**src/design/tack_cfg.svh**
```systemverilog
`ifndef TACK_CFG_SVH
`define TACK_CFG_SVH

//////////////////////////////
// ROM setup delays
//////////////////////////////

// Setup clocks before a ROM or autovector ack, normal case
`define ROM_FAST_WAIT 3'd1

// Setup clocks with the ROM delay strap set
// About 100 ns at 80 MHz
`define ROM_SLOW_WAIT 3'd5

//////////////////////////////
// Bus watchdog
//////////////////////////////

// Clocks before an unclaimed cycle is ended by the bridge
// Longer than the slowest peripheral cycle
`define TIMEOUT_WAIT 8'd249

//////////////////////////////
// Ack pulse shape
//////////////////////////////

// Clocks the ack line is driven low
`define TACK_LOW_CYCLES 2'd2

`endif

```
**src/design/tackPkg.sv**
```systemverilog
package tackPkg;

    //////////////////////////////
    // Bus cycle inputs
    //////////////////////////////

    // Pin levels seen at the start of a CPU bus cycle
    typedef struct packed {
        // TS asserted, already inverted from the pin
        logic tsActive;
        // Phase level of the 40 MHz CPU clock
        logic clk40High;
        logic romSel;
        logic autoVector;
        // Long ROM setup strap
        logic romDelay;
        logic ciaSel;
        // Chipset space, ended by the chipset itself
        logic agnusSpace;
    } busCycleT;

    // One-clock ack requests into the sequencer
    typedef struct packed {
        logic romAck;
        logic ciaAck;
        logic timeoutAck;
    } ackSrcT;

    //////////////////////////////
    // State encodings
    //////////////////////////////

    // Peripheral cycle tracking
    typedef enum logic [1:0] {
        CIA_IDLE      = 2'b00,
        CIA_WAIT_HIGH = 2'b01,
        CIA_WAIT_LOW  = 2'b10,
        CIA_DONE      = 2'b11
    } ciaStateT;

    // Ack pulse shaping
    typedef enum logic [1:0] {
        SEQ_IDLE       = 2'b00,
        SEQ_DRIVE_LOW  = 2'b01,
        SEQ_DRIVE_HIGH = 2'b10
    } seqStateT;

endpackage

```
**src/design/romAckTimer.sv**
```systemverilog
`timescale 1ns/1ps
`include "tack_cfg.svh"

module romAckTimer (
    input  logic              CLK80,
    input  logic              DELAYED_TACK_RST,
    input  tackPkg::busCycleT cycle,
    output logic              romAck
);

    //////////////////////////////
    // Start detect
    //////////////////////////////

    // Clocks since the accepted start, zero when idle
    logic [2:0] waitCnt;
    // Setup length picked by the strap
    logic [2:0] termCnt;
    logic       romStart;

    // TS seen on the high CPU clock phase, ROM or autovector target
    assign romStart = cycle.tsActive && cycle.clk40High
                      && (cycle.romSel || cycle.autoVector);

    // Long setup for slow ROM parts
    assign termCnt = cycle.romDelay ? `ROM_SLOW_WAIT : `ROM_FAST_WAIT;

    //////////////////////////////
    // Setup counter
    //////////////////////////////

    always_ff @(posedge CLK80 or posedge DELAYED_TACK_RST) begin
        if (DELAYED_TACK_RST) begin
            waitCnt <= 3'd0;
            romAck  <= 1'b0;
        end else begin
            // Ack is a single clock request
            romAck <= 1'b0;
            if (waitCnt == 3'd0) begin
                // Idle, arm on a new ROM cycle
                if (romStart) begin
                    waitCnt <= 3'd1;
                end
            end else if (waitCnt > termCnt) begin
                // Setup clocks fully elapsed
                romAck  <= 1'b1;
                waitCnt <= 3'd0;
            end else begin
                waitCnt <= waitCnt + 3'd1;
            end
        end
    end

    // Fast path acks 2 clocks after the start edge
    // slow path 6 clocks after

endmodule

```
**src/design/ciaAckSync.sv**
```systemverilog
`timescale 1ns/1ps

module ciaAckSync (
    input  logic              CLK80,
    input  logic              DELAYED_TACK_RST,
    input  logic              ciaClk,
    input  tackPkg::busCycleT cycle,
    output logic              ciaAck
);

    import tackPkg::*;

    //////////////////////////////
    // Synchronizers
    //////////////////////////////

    // Bit 0 is the first stage, bit 1 the second
    logic [1:0] selSync;
    logic [1:0] clkSync;
    ciaStateT   ciaState;

    // Peripheral clock and select are asynchronous to CLK80
    always_ff @(posedge CLK80 or posedge DELAYED_TACK_RST) begin
        if (DELAYED_TACK_RST) begin
            selSync <= 2'b00;
            clkSync <= 2'b00;
        end else begin
            selSync <= {selSync[0], cycle.ciaSel};
            clkSync <= {clkSync[0], ciaClk};
        end
    end

    //////////////////////////////
    // Termination FSM
    //////////////////////////////

    // Cycle ends at or just after the peripheral clock falls
    // while select is held
    always_ff @(posedge CLK80 or posedge DELAYED_TACK_RST) begin
        if (DELAYED_TACK_RST) begin
            ciaState <= CIA_IDLE;
            ciaAck   <= 1'b0;
        end else begin
            ciaAck <= 1'b0;
            case (ciaState)
                CIA_IDLE: begin
                    // Select stable in both stages
                    if (selSync == 2'b11) begin
                        ciaState <= CIA_WAIT_HIGH;
                    end
                end
                CIA_WAIT_HIGH: begin
                    // Need a full high phase first
                    if (clkSync == 2'b11) begin
                        ciaState <= CIA_WAIT_LOW;
                    end
                end
                CIA_WAIT_LOW: begin
                    // Falling edge seen, end on low CPU phase
                    if (clkSync == 2'b00 && !cycle.clk40High) begin
                        ciaAck   <= 1'b1;
                        ciaState <= CIA_DONE;
                    end
                end
                CIA_DONE: begin
                    // Hold off until select goes away
                    if (selSync == 2'b00) begin
                        ciaState <= CIA_IDLE;
                    end
                end
                default: begin
                    ciaState <= CIA_IDLE;
                end
            endcase
        end
    end

endmodule

```
**src/design/busTimeoutWatchdog.sv**
```systemverilog
`timescale 1ns/1ps
`include "tack_cfg.svh"

module busTimeoutWatchdog (
    input  logic              CLK80,
    input  logic              DELAYED_TACK_RST,
    input  tackPkg::busCycleT cycle,
    input  logic              busTackN,
    output logic              timeoutAck
);

    //////////////////////////////
    // Start and clear
    //////////////////////////////

    // Clocks since the accepted start, zero when idle
    logic [7:0] waitCnt;
    logic       tackSeen;
    logic       cycleStart;
    logic       clearCnt;

    // Ack on the bus from any device, this bridge included
    assign tackSeen = !busTackN;

    // Any target, decoded or not
    assign cycleStart = cycle.tsActive && cycle.clk40High;

    // Chipset space cycles are ended by the chipset
    assign clearCnt = tackSeen || cycle.agnusSpace;

    //////////////////////////////
    // Timeout counter
    //////////////////////////////

    always_ff @(posedge CLK80 or posedge DELAYED_TACK_RST) begin
        if (DELAYED_TACK_RST) begin
            waitCnt    <= 8'd0;
            timeoutAck <= 1'b0;
        end else begin
            timeoutAck <= 1'b0;
            if (clearCnt) begin
                // Cycle claimed, stop watching
                waitCnt <= 8'd0;
            end else if (waitCnt == 8'd0) begin
                if (cycleStart) begin
                    waitCnt <= 8'd1;
                end
            end else if (waitCnt > `TIMEOUT_WAIT) begin
                // Nobody answered, end it here
                timeoutAck <= 1'b1;
                waitCnt    <= 8'd0;
            end else begin
                waitCnt <= waitCnt + 8'd1;
            end
        end
    end

    // Fires 250 clocks after the start edge
    // well past the slowest peripheral cycle

endmodule

```
**src/design/tackSequencer.sv**
```systemverilog
`timescale 1ns/1ps
`include "tack_cfg.svh"

module tackSequencer (
    input  logic           CLK80,
    input  logic           DELAYED_TACK_RST,
    input  tackPkg::ackSrcT ackReq,
    output logic           tackDrive,
    output logic           tackEn
);

    import tackPkg::*;

    //////////////////////////////
    // Request merge
    //////////////////////////////

    seqStateT   seqState;
    // Clocks spent driving low, loaded on entry
    logic [1:0] lowCnt;
    logic       anyReq;

    // Sources never overlap within one bus cycle
    assign anyReq = ackReq.romAck || ackReq.ciaAck || ackReq.timeoutAck;

    //////////////////////////////
    // Pulse shaping FSM
    //////////////////////////////

    // Low for the set count, one clock high, then tristate
    // Driving high first gives a clean negation on the bus
    always_ff @(posedge CLK80 or posedge DELAYED_TACK_RST) begin
        if (DELAYED_TACK_RST) begin
            seqState  <= SEQ_IDLE;
            lowCnt    <= 2'd0;
            tackEn    <= 1'b0;
            tackDrive <= 1'b1;
        end else begin
            case (seqState)
                SEQ_IDLE: begin
                    // Line released while idle
                    tackEn    <= 1'b0;
                    tackDrive <= 1'b1;
                    if (anyReq) begin
                        seqState  <= SEQ_DRIVE_LOW;
                        lowCnt    <= 2'd1;
                        tackEn    <= 1'b1;
                        tackDrive <= 1'b0;
                    end
                end
                SEQ_DRIVE_LOW: begin
                    // Requests here are dropped
                    if (lowCnt == `TACK_LOW_CYCLES) begin
                        seqState  <= SEQ_DRIVE_HIGH;
                        tackDrive <= 1'b1;
                    end else begin
                        lowCnt <= lowCnt + 2'd1;
                    end
                end
                SEQ_DRIVE_HIGH: begin
                    // One clock high, then let go
                    seqState <= SEQ_IDLE;
                    tackEn   <= 1'b0;
                end
                default: begin
                    seqState  <= SEQ_IDLE;
                    tackEn    <= 1'b0;
                    tackDrive <= 1'b1;
                end
            endcase
        end
    end

    // Line goes low one clock after a request
    // and is released three clocks later

endmodule

```
**src/design/transferAckUnit.sv**
```systemverilog
`timescale 1ns/1ps

module transferAckUnit (
    input  logic CLK80,
    input  logic DELAYED_TACK_RST,
    input  logic tsN,
    input  logic clk40,
    input  logic romSel,
    input  logic autoVector,
    input  logic romDelay,
    input  logic ciaSel,
    input  logic ciaClk,
    input  logic agnusSpace,
    input  logic busTackN,
    output logic tackDrive,
    output logic tackEn
);

    import tackPkg::*;

    //////////////////////////////
    // Pin packing
    //////////////////////////////

    busCycleT cycle;
    ackSrcT   ackReq;
    logic     romAck;
    logic     ciaAck;
    logic     timeoutAck;

    // TS is active low on the pin
    assign cycle = '{
        tsActive:   !tsN,
        clk40High:  clk40,
        romSel:     romSel,
        autoVector: autoVector,
        romDelay:   romDelay,
        ciaSel:     ciaSel,
        agnusSpace: agnusSpace
    };

    // Ack requests from the three datapath blocks
    assign ackReq = '{romAck: romAck, ciaAck: ciaAck, timeoutAck: timeoutAck};

    //////////////////////////////
    // Ack sources
    //////////////////////////////

    romAckTimer u_romAckTimer (
        .CLK80            (CLK80),
        .DELAYED_TACK_RST (DELAYED_TACK_RST),
        .cycle            (cycle),
        .romAck           (romAck)
    );

    ciaAckSync u_ciaAckSync (
        .CLK80            (CLK80),
        .DELAYED_TACK_RST (DELAYED_TACK_RST),
        .ciaClk           (ciaClk),
        .cycle            (cycle),
        .ciaAck           (ciaAck)
    );

    // Sees the resolved bus line, not just our own drive
    busTimeoutWatchdog u_busTimeoutWatchdog (
        .CLK80            (CLK80),
        .DELAYED_TACK_RST (DELAYED_TACK_RST),
        .cycle            (cycle),
        .busTackN         (busTackN),
        .timeoutAck       (timeoutAck)
    );

    //////////////////////////////
    // Ack line driver
    //////////////////////////////

    tackSequencer u_tackSequencer (
        .CLK80            (CLK80),
        .DELAYED_TACK_RST (DELAYED_TACK_RST),
        .ackReq           (ackReq),
        .tackDrive        (tackDrive),
        .tackEn           (tackEn)
    );

endmodule

```
**config.mk**
```make
export PLATFORM = sky130hd
export DESIGN_NAME = transferAckUnit
export DESIGN_NICKNAME = d
export VERILOG_FILES = /design/src/design/tackPkg.sv /design/src/design/romAckTimer.sv /design/src/design/ciaAckSync.sv /design/src/design/busTimeoutWatchdog.sv /design/src/design/tackSequencer.sv /design/src/design/transferAckUnit.sv
export VERILOG_INCLUDE_DIRS = /design/src /design/src/design
export SDC_FILE = /design/constraint.sdc
export NUM_CORES = 1
export LEC_CHECK = 0
export BUFFER_PORTS_ARGS = -buffer_cell sky130_fd_sc_hd__clkbuf_2
export CAP_MARGIN = 20
export CORE_ASPECT_RATIO = 1.25
export CORE_MARGIN = 2
export CORE_UTILIZATION = 55
export CTS_BUF_LIST = sky130_fd_sc_hd__clkbuf_8 sky130_fd_sc_hd__clkbuf_16
export DETAILED_ROUTE_END_ITERATION = 8
export GPL_ROUTABILITY_DRIVEN = 0
export PLACE_DENSITY_LB_ADDON = 0.1
export SLEW_MARGIN = 20
export SYNTH_ARGS = -nofsm -noshare
export SYNTH_HDL_FRONTEND = slang
export SYNTH_SLANG_ARGS = --single-unit
```
**constraint.sdc**
```tcl
create_clock -name CLK80 -period 3.06 [get_ports CLK80]
set_input_delay 0.612 -clock CLK80 [delete_from_list [all_inputs] [get_ports CLK80]]
set_output_delay 0.612 -clock CLK80 [all_outputs]
set_load 0.02 [all_outputs]
```
; Word level (Yosys, flattened, before mapping)
; Index checks and enable logic that the tools add are counted.
[word_totals]
input_bits = 11
regBits = 26
[op_classes]
muxes = 30
n_lt_le_gt_ge = 2
n_bitwise = 1
reduce_logical = 21
n_eq_ne = 17
n_addsub = 3
[op_table]
columns = op, count
row1 = 2-to-1 mux 8 bit, 4
row2 = 2-to-1 mux 2 bit, 7
row3 = inequality test 2 x 1 -> 1 bit (second input constant), 7
row4 = == test 2 bit (second input constant), 6
row5 = 2-to-1 mux 3 bit, 4
row6 = 2-to-1 mux 1 bit, 10
row7 = adder 8 x 1 -> 8 bit (second input constant), 1
row8 = greater-than comparator 8 bit (second input constant), 1
row9 = zero test 2 bit, 4
row10 = zero test 8 bit, 1
row11 = one-hot mux 2 bit (2 select lines), 2
row12 = one-hot mux 2 bit (4 select lines), 1
row13 = == test 2 x 1 -> 1 bit (second input constant), 2
row14 = logical OR 1 bit, 4
row15 = AND reduction 2 bit, 2
row16 = AND reduction 4 bit, 1
row17 = adder 3 x 1 -> 3 bit (second input constant), 1
row18 = greater-than comparator 3 bit, 1
row19 = logical AND 1 bit, 3
row20 = zero test 1 bit, 3
row21 = zero test 3 bit, 1
row22 = inequality test 3 x 1 -> 1 bit (second input constant), 1
row23 = one-hot mux 1 bit (3 select lines), 1
row24 = AND reduction 3 bit, 1
row25 = other kinds (5), 5

; Longest topological paths before layout
; Gate-level depths: netlist (run 1).
[depth]
ltp_word = 5
ltp_mapped = 6

; Cells and area by module
; A second synthesis (run 1) with hierarchy kept.
[hier_totals]
cells_unflattened = 132
area_unflattened_um2 = 1423.9
[by_module_without_submodules]
columns = mod, seq_area_each_um2, area_per_inst_um2, instances, cells_per_inst
row1 = busTimeoutWatchdog, 225.2, 531.8, 1, 55
row2 = ciaAckSync, 175.2, 330.3, 1, 25
row3 = tackSequencer, 151.4, 292.8, 1, 24
row4 = romAckTimer, 100.1, 265.3, 1, 27
row5 = transferAckUnit, 0.0, 3.8, 1, 1

; Worst setup path before layout (run 1)
; Ideal clock, no wire load.
[synth_timing]
path_type = input to register
from = in romDelay
to = reg u_romAckTimer.waitCnt[0]
t_required_ns = 2.936
slack_ns = 1.542
path_buffers = 0
cell_stages = 6
arrival_time_ns = 1.394
cell_sequence = inv_1 -> ha_1 -> o21ai_0 -> a22oi_1 -> o21ai_0 -> o31a_1
[synth_between]
elab_chain_cells = 4
[synth_rtl]
columns = item, line
row1 = start: declaration, transferAckUnit.sv:10  ; input logic romDelay,
row2 = 2-to-1 mux 3 bit (no source line), n/a
row3 = greater-than comparator 3 bit, romAckTimer.sv:44  ; end else if (waitCnt > termCnt) begin
row4 = 2-to-1 mux 3 bit, romAckTimer.sv:44
row5 = 2-to-1 mux 3 bit, romAckTimer.sv:39  ; if (waitCnt == 3'd0) begin
row6 = end signal: assignment, romAckTimer.sv:49  ; waitCnt <= waitCnt + 3'd1;
row7 = end: declaration, romAckTimer.sv:16  ; logic [2:0] waitCnt;
; No other way between the ends.
; A chain may end at the register's enable or synchronous reset.

; Worst setup path after layout (run 1)
[layout_timing]
from = reg u_tackSequencer.tackDrive
to = out tackDrive
[layout_rtl]
columns = item, line
row1 = start: declaration, tackSequencer.sv:8  ; output logic tackDrive,
row2 = start signal: assignment, tackSequencer.sv:37  ; tackDrive <= 1'b1;
row3 = start signal: assignment, tackSequencer.sv:43  ; tackDrive <= 1'b1;
row4 = start signal: assignment, tackSequencer.sv:48  ; tackDrive <= 1'b0;
row5 = end: declaration, transferAckUnit.sv:15  ; output logic tackDrive,
; No word-level cell between the ends.

==> results.md, run 1 <==
- Status: completed
- Drt drc: 0
- Max Fclk: 0.6388 GHz
- Startpoint Class: flip-flop
- Total CTS buffers: 3
- Postcts setup bufs: 0
- Setup crit end kind: primary output
- Hold Buf Count CTS: 0
- Leakage: 0.7453 nW
- Initial antenna violation count: 0
- Cells after Synth: 126
- Post-cts repair resize count: 0
- Vias per cell: 5.246
- CP top delay family: flip-flops
- Required time worst endpoint: 2450 ps
- Die Wd: 48.19 um
- Reg clk slew, reported paths: 90 ps
- Via count: 918
- Max stage delay on crit path: 540 ps
- Async SR Flop Fraction: 1.000
- Peak supply drop: 0.4891 mV
- Min-delay worst type: input pin to asynchronous set/reset pin
- Initial Utilization: 0.5647
- First DRT Iteration DRCs: 9
- Fraction of layout cells with a size suffix above 1: 0.1761
- CP Class: flip-flop to primary output
- Mapped Area: 1343 sq um
- Final nets: 167
- Tightest Pin Transition: 411.4 ps
- Fillers: 209
- Die height: 59.24 um
- Critical-path cell list: clkbuf_2
- Antenna cells: 0
- Maxcap violations: 0
- DP Cell Count: 170
- Final Power: 1.087 mW
- Syn Area/Cell: 10.66 sq um
- H-tree depth: 1
- Drt pass-1 iters: 4
- TritonCTS clock tree: built
- Largest net degree at the start of global routing: 27
- Post-route minimum period: 1565 ps
- Full die area: 2855 sq um
- GRT overflow: 0
- Setup Viol. Count Final: 0
- Core area: 2377 sq um
- #FFs+latches synth: 26
- Later-pin clock latency in the skew report: 260 ps
- TritonCTS Sinks: 26
- Slew HR: 0.7254
- Num rows: 20
- Final period utilization: 0.5115
- Top_reg_cell synth: dfrtp_1
- Most frequent cells in the layout: 25 x dfrtp_1, 16 x nor2_1, 13 x inv_1, 13 x ha_1, 12 x clkbuf_2
- Yosys warns: 0
- Crit path buffers/inverters: 1
- Worst Path Arrival: 950 ps
- Clock root cell: clkbuf_8
- DR WL/cell: 11.05 um
- Pwr/cell area: 717.2 nW/um^2
- GR Util All Layers: 0.1585
- Port Buffers: 12
- First-pass GRT wire length: 3.174 mm
- Final Hold Fails: 0
- Commonest non-fill, non-tap cell in the layout: dfrtp_1
- Post-route cell area: 1515 sq um
- Number of flops mapped to enable cells by yosys: 0
- RSZ-0062 raised after global routing: false
- DP HPWL: 1.479 mm
- Slew Limit Fails: 0
- Final Non-Filler Cells: 175
- Post-Syn Nets: 150
- DRT antenna net count: 0
- Final core utilization: 0.6374
- Cell area after placement: 1433 sq um
- Synth cell types: 35
- Vias in the first global route: 791
- Area Growth Syn to Fin: 12.86%
- CP max FO: 2
- Sequential element share of the synthesized area: 0.4856
- Max Buffers Root-to-Sink: 2
- I/O pin cnt: 13
- Final wirelength: 1.934 mm
- Final TNS setup: 0 ps
- Slowest cell on the critical path: dfstp_2
- Clock Skews: 2.716 ps
[state kept, by name (all words and copies together), names as in the netlist, 2 cells and up]
name                          flops
u_busTimeoutWatchdog.waitCnt      8
u_tackSequencer.lowCnt            2
u_ciaAckSync.ciaState             2
u_romAckTimer.waitCnt             3
u_ciaAckSync.clkSync              2
u_ciaAckSync.selSync              2
u_tackSequencer.seqState          2
[Yosys cell counts (2+ instances only)]
library cell | number | area (sq um)
o21ai_0 | 3 | 15.01
and2_1 | 2 | 12.51
dfrtp_1 | 25 | 625.6
xnor2_1 | 2 | 17.52
o211ai_2 | 2 | 25.02
inv_1 | 13 | 48.80
nor4_1 | 2 | 12.51
nand2_1 | 4 | 15.01
nor2_1 | 16 | 60.06
a21o_1 | 2 | 15.01
a21oi_1 | 3 | 15.01
mux2i_1 | 3 | 30.03
nor3_1 | 4 | 20.02
nand2b_1 | 3 | 18.77
xor2_1 | 3 | 26.28
nand3_1 | 7 | 35.03
ha_1 | 13 | 162.7
and3_1 | 2 | 12.51
[final timing paths]
kind / start / endpoint / slack (ps) / cells after the start
setup reg to reg: u_ciaAckSync.ciaState[0] / u_ciaAckSync.ciaState[1] / 1550 / 5
min in group CLK80: u_ciaAckSync.selSync[0] / u_ciaAckSync.selSync[1] / 410 / 0
hold reg to reg: u_ciaAckSync.selSync[0] / u_ciaAckSync.selSync[1] / 410 / 0
max in group asynchronous: DELAYED_TACK_RST / u_busTimeoutWatchdog.waitCnt[5] / 2340 / 3
hold / removal: DELAYED_TACK_RST / u_tackSequencer.tackEn / 300 / 2
setup / recovery: u_tackSequencer.tackDrive / tackDrive / 1490 / 1
[per-layer routing]
layer	global-route usage	vias up	routed length, um
met2	0.2594	11	985
met1	0.1909	443	884
met5	0	-	0
li1	-	462	-
met4	0.08108	0	18
met3	0.02744	2	46
[cell families after synthesis]
group | after synthesis | share of synthesized area
AO/OA/AOI/OAI | 18 | 0.1007
XOR/XNOR | 5 | 0.03262
adder cells (fa/ha/maj) | 13 | 0.1212
buffers and inverters | 14 | 0.04474
flip-flops | 26 | 0.4856
multiplexers | 4 | 0.03076
AND/OR/NAND/NOR | 46 | 0.1845
[per-stage QoR]
stage / setup slack (ps) / hold WS, ps
floorplan: 1542 / 375.6
global placement: 1400 / 392.3
detailed placement: 1372 / 390.2
CTS: 1481 / 411.1
global route: 1384 / 328.5
finish: 1495 / 301.5
[where the power goes]
group          total [mW]  switching [mW]  internal [mW]
registers           0.482          0.0577          0.425
clock network       0.216           0.101          0.115
logic               0.388           0.201          0.187
[cell type report]
class	instances	area, sq um	share of cell area
clock buffers	4	55.05	0.03633
flip-flops and latches	26	651.9	0.4302
inverters	13	48.80	0.03220
repair buffers	13	87.58	0.05780
multi-input cells	86	630.6	0.4162
well taps	33	41.29	0.02725
No activity file was read; power rests on OpenSTA's default activity.
==> inputs of run 2 (changes only) <==
==> constraint.sdc (replaced) <==
create_clock -name CLK80 -period 1.6 [get_ports CLK80]
set_input_delay 0.32 -clock CLK80 [delete_from_list [all_inputs] [get_ports CLK80]]
set_output_delay 0.32 -clock CLK80 [all_outputs]
set_load 0.02 [all_outputs]
==> run 2 against run 1 <==
  * Clock skew is 3.5 ps higher
  * Critical endpoint is now u_ciaAckSync.ciaState[1]
  * Largest cell class unchanged
  * Non-clock buffer count is 2 higher
  * Hold slack worse by 150 ps
==> results.md, run 2 (synthesis results as in run 1) <==
- Status: completed
- Initial Utilization: 0.5647
- Final TNS setup: 0 ps
- Final hold slack: 147.3 ps
- Initial antenna violation count: 0
- Met1 Track Usage GR: 0.2291
- Startpoint Class: flip-flop
- TritonCTS clock tree: built
- Drt pass-1 iters: 4
- Setup Viol. Count Final: 0
- Int Pwr: 1.502 mW
- Setup crit end kind: flip-flop
- Part of the power in registers: 0.419
- Cell area after placement: 1460 sq um
- Total CTS buffers: 3
- Met2 GRT Util: 0.3083
- Min-delay worst type: input pin to flip-flop
- GR Util All Layers: 0.1873
- Pwr/cell area: 1430 nW/um^2
- Post-route minimum period: 1471 ps
- Vias in the first global route: 927
- Register area: 651.9 sq um
- Sw Share: 0.3187
- Max Buffers Root-to-Sink: 2
- Num rows: 20
- Fraction of layout cells with a size suffix above 1: 0.1875
- Core area: 2377 sq um
- Final Power: 2.205 mW
- Maxcap violations: 0
- Commonest non-fill, non-tap cell in the layout: dfrtp_1
- Via count: 916
- Largest Register: u_busTimeoutWatchdog.waitCnt
- Final Hold Fails: 0
- Crit path launch: u_ciaAckSync.ciaState[1]
- Final Non-Filler Cells: 177
- Number of flip-flops in the largest register: 8
- Later-pin clock latency in the skew report: 270 ps
- Met3 Track Usage GR: 0.02744
- First-pass GRT wire length: 3.739 mm
- I/O pin cnt: 13
- Top Registers: u_busTimeoutWatchdog.waitCnt (8), u_romAckTimer.waitCnt (3)
- Die height: 59.24 um
- Slew Limit Fails: 0
- TritonCTS Sinks: 26
- Full die area: 2855 sq um
- DP HPWL: 1.686 mm
- Postcts setup bufs: 0
- Clock Skews: 6.256 ps
- H-tree depth: 1
- Leakage: 0.7589 nW
- CP Class: flip-flop to flip-flop
- Final period utilization: 0.9196
- Worst Hold Launch: ciaSel
- Reg clk slew, reported paths: 90 ps
- Port Buffers: 12
- GRT overflow: 0
- Tightest Pin Transition: 382.3 ps
- Clock root cell: clkbuf_8
- Post-route cell area: 1541 sq um
- Antenna cells: 0
- Vias per cell: 5.175
- Slew HR: 0.7448
- Pre-CTS WS: 70.33 ps
- Peak supply drop: 1.232 mV
- Final nets: 169
- Area Growth Syn to Fin: 14.82%
- Most frequent cells in the layout: 25 x dfrtp_1, 16 x nor2_1, 13 x ha_1, 12 x inv_1, 12 x clkbuf_2
- DRT antenna net count: 0
- CP max FO: 4
- PnR worst setup slack: 128.7 ps
- Max Fclk: 0.6797 GHz
- Final core utilization: 0.6484
- Largest net degree at the start of global routing: 19
- P_sw: 0.7027 mW
- DR WL/cell: 11.84 um
- DP Cell Count: 172
- Most Used Layer, Global Route: met2
- Final wirelength: 2.095 mm
- Worst Path Arrival: 1630 ps
- RSZ-0062 raised after global routing: false
- Die Wd: 48.19 um
- Footprint of the multi-input gates: 630.6 sq um
- Logic pwr share: 0.339
- Worst r2r src: u_ciaAckSync.ciaState[1]
- Drt drc: 0
- Clock Power Share: 0.242
- Required time worst endpoint: 1760 ps
- First DRT Iteration DRCs: 17
- Fillers: 199
==> run 2: path summary, 6_finish.rpt <==
check,to,slack [ps],depth (start not counted)
worst min-delay path,u_ciaAckSync.selSync[0],150,1
max in group asynchronous,u_ciaAckSync.clkSync[0],620,4
worst max register to register,u_ciaAckSync.ciaState[1],130,5
worst min register to register,u_ciaAckSync.selSync[1],420,0
min in group asynchronous,u_tackSequencer.lowCnt[0],560,3
worst max-delay path,u_ciaAckSync.ciaState[1],130,5
==> run 2: timing repair <==
| item | CTS | global route |
|---|---|---|
| gates resized for setup | 0 | 2 |
| hold buffers | 1 | 0 |
| setup endpoints to repair | 0 | 4 |
| hold endpoints to repair | 7 | 0 |
==> run 2: critical path, cell delays in order, from the launching register on <==
cell     delay [ps]
dfrtp_1         390
inv_1            70
ha_1            190
nor4_1          260
o21ai_1         150
mux2_2          290
==> run 2: final cells by class <==
cell class / instances / area share
timing repair buffer: 15 / 0.06331
multi-input combinational: 86 / 0.4091
sequential: 26 / 0.4229
clock inverter: 1 / 0.01948
inverter: 13 / 0.03166
tap: 33 / 0.02679
clock buffer: 3 / 0.02679
==> run 2: power groups by stage <==
stage / registers (mW) / clock network (mW) / logic (mW)
6_report: 0.923 / 0.534 / 0.748
3_5_place_dp: 0.939 / 0 / 0.755
4_1_cts: 0.926 / 0.559 / 0.760
3_3_place_gp: 0.928 / 0 / 0.718
2_1_floorplan: 0.932 / 0 / 0.581
5_1_grt: 0.949 / 0.581 / 0.873
==> run 2: per-layer routing <==
layer  vias to the layer above  share of wire
li1                        467              -
met1                       430           0.44
met2                        14           0.51
met3                         5          0.022
met4                         0          0.024
met5                         -              0
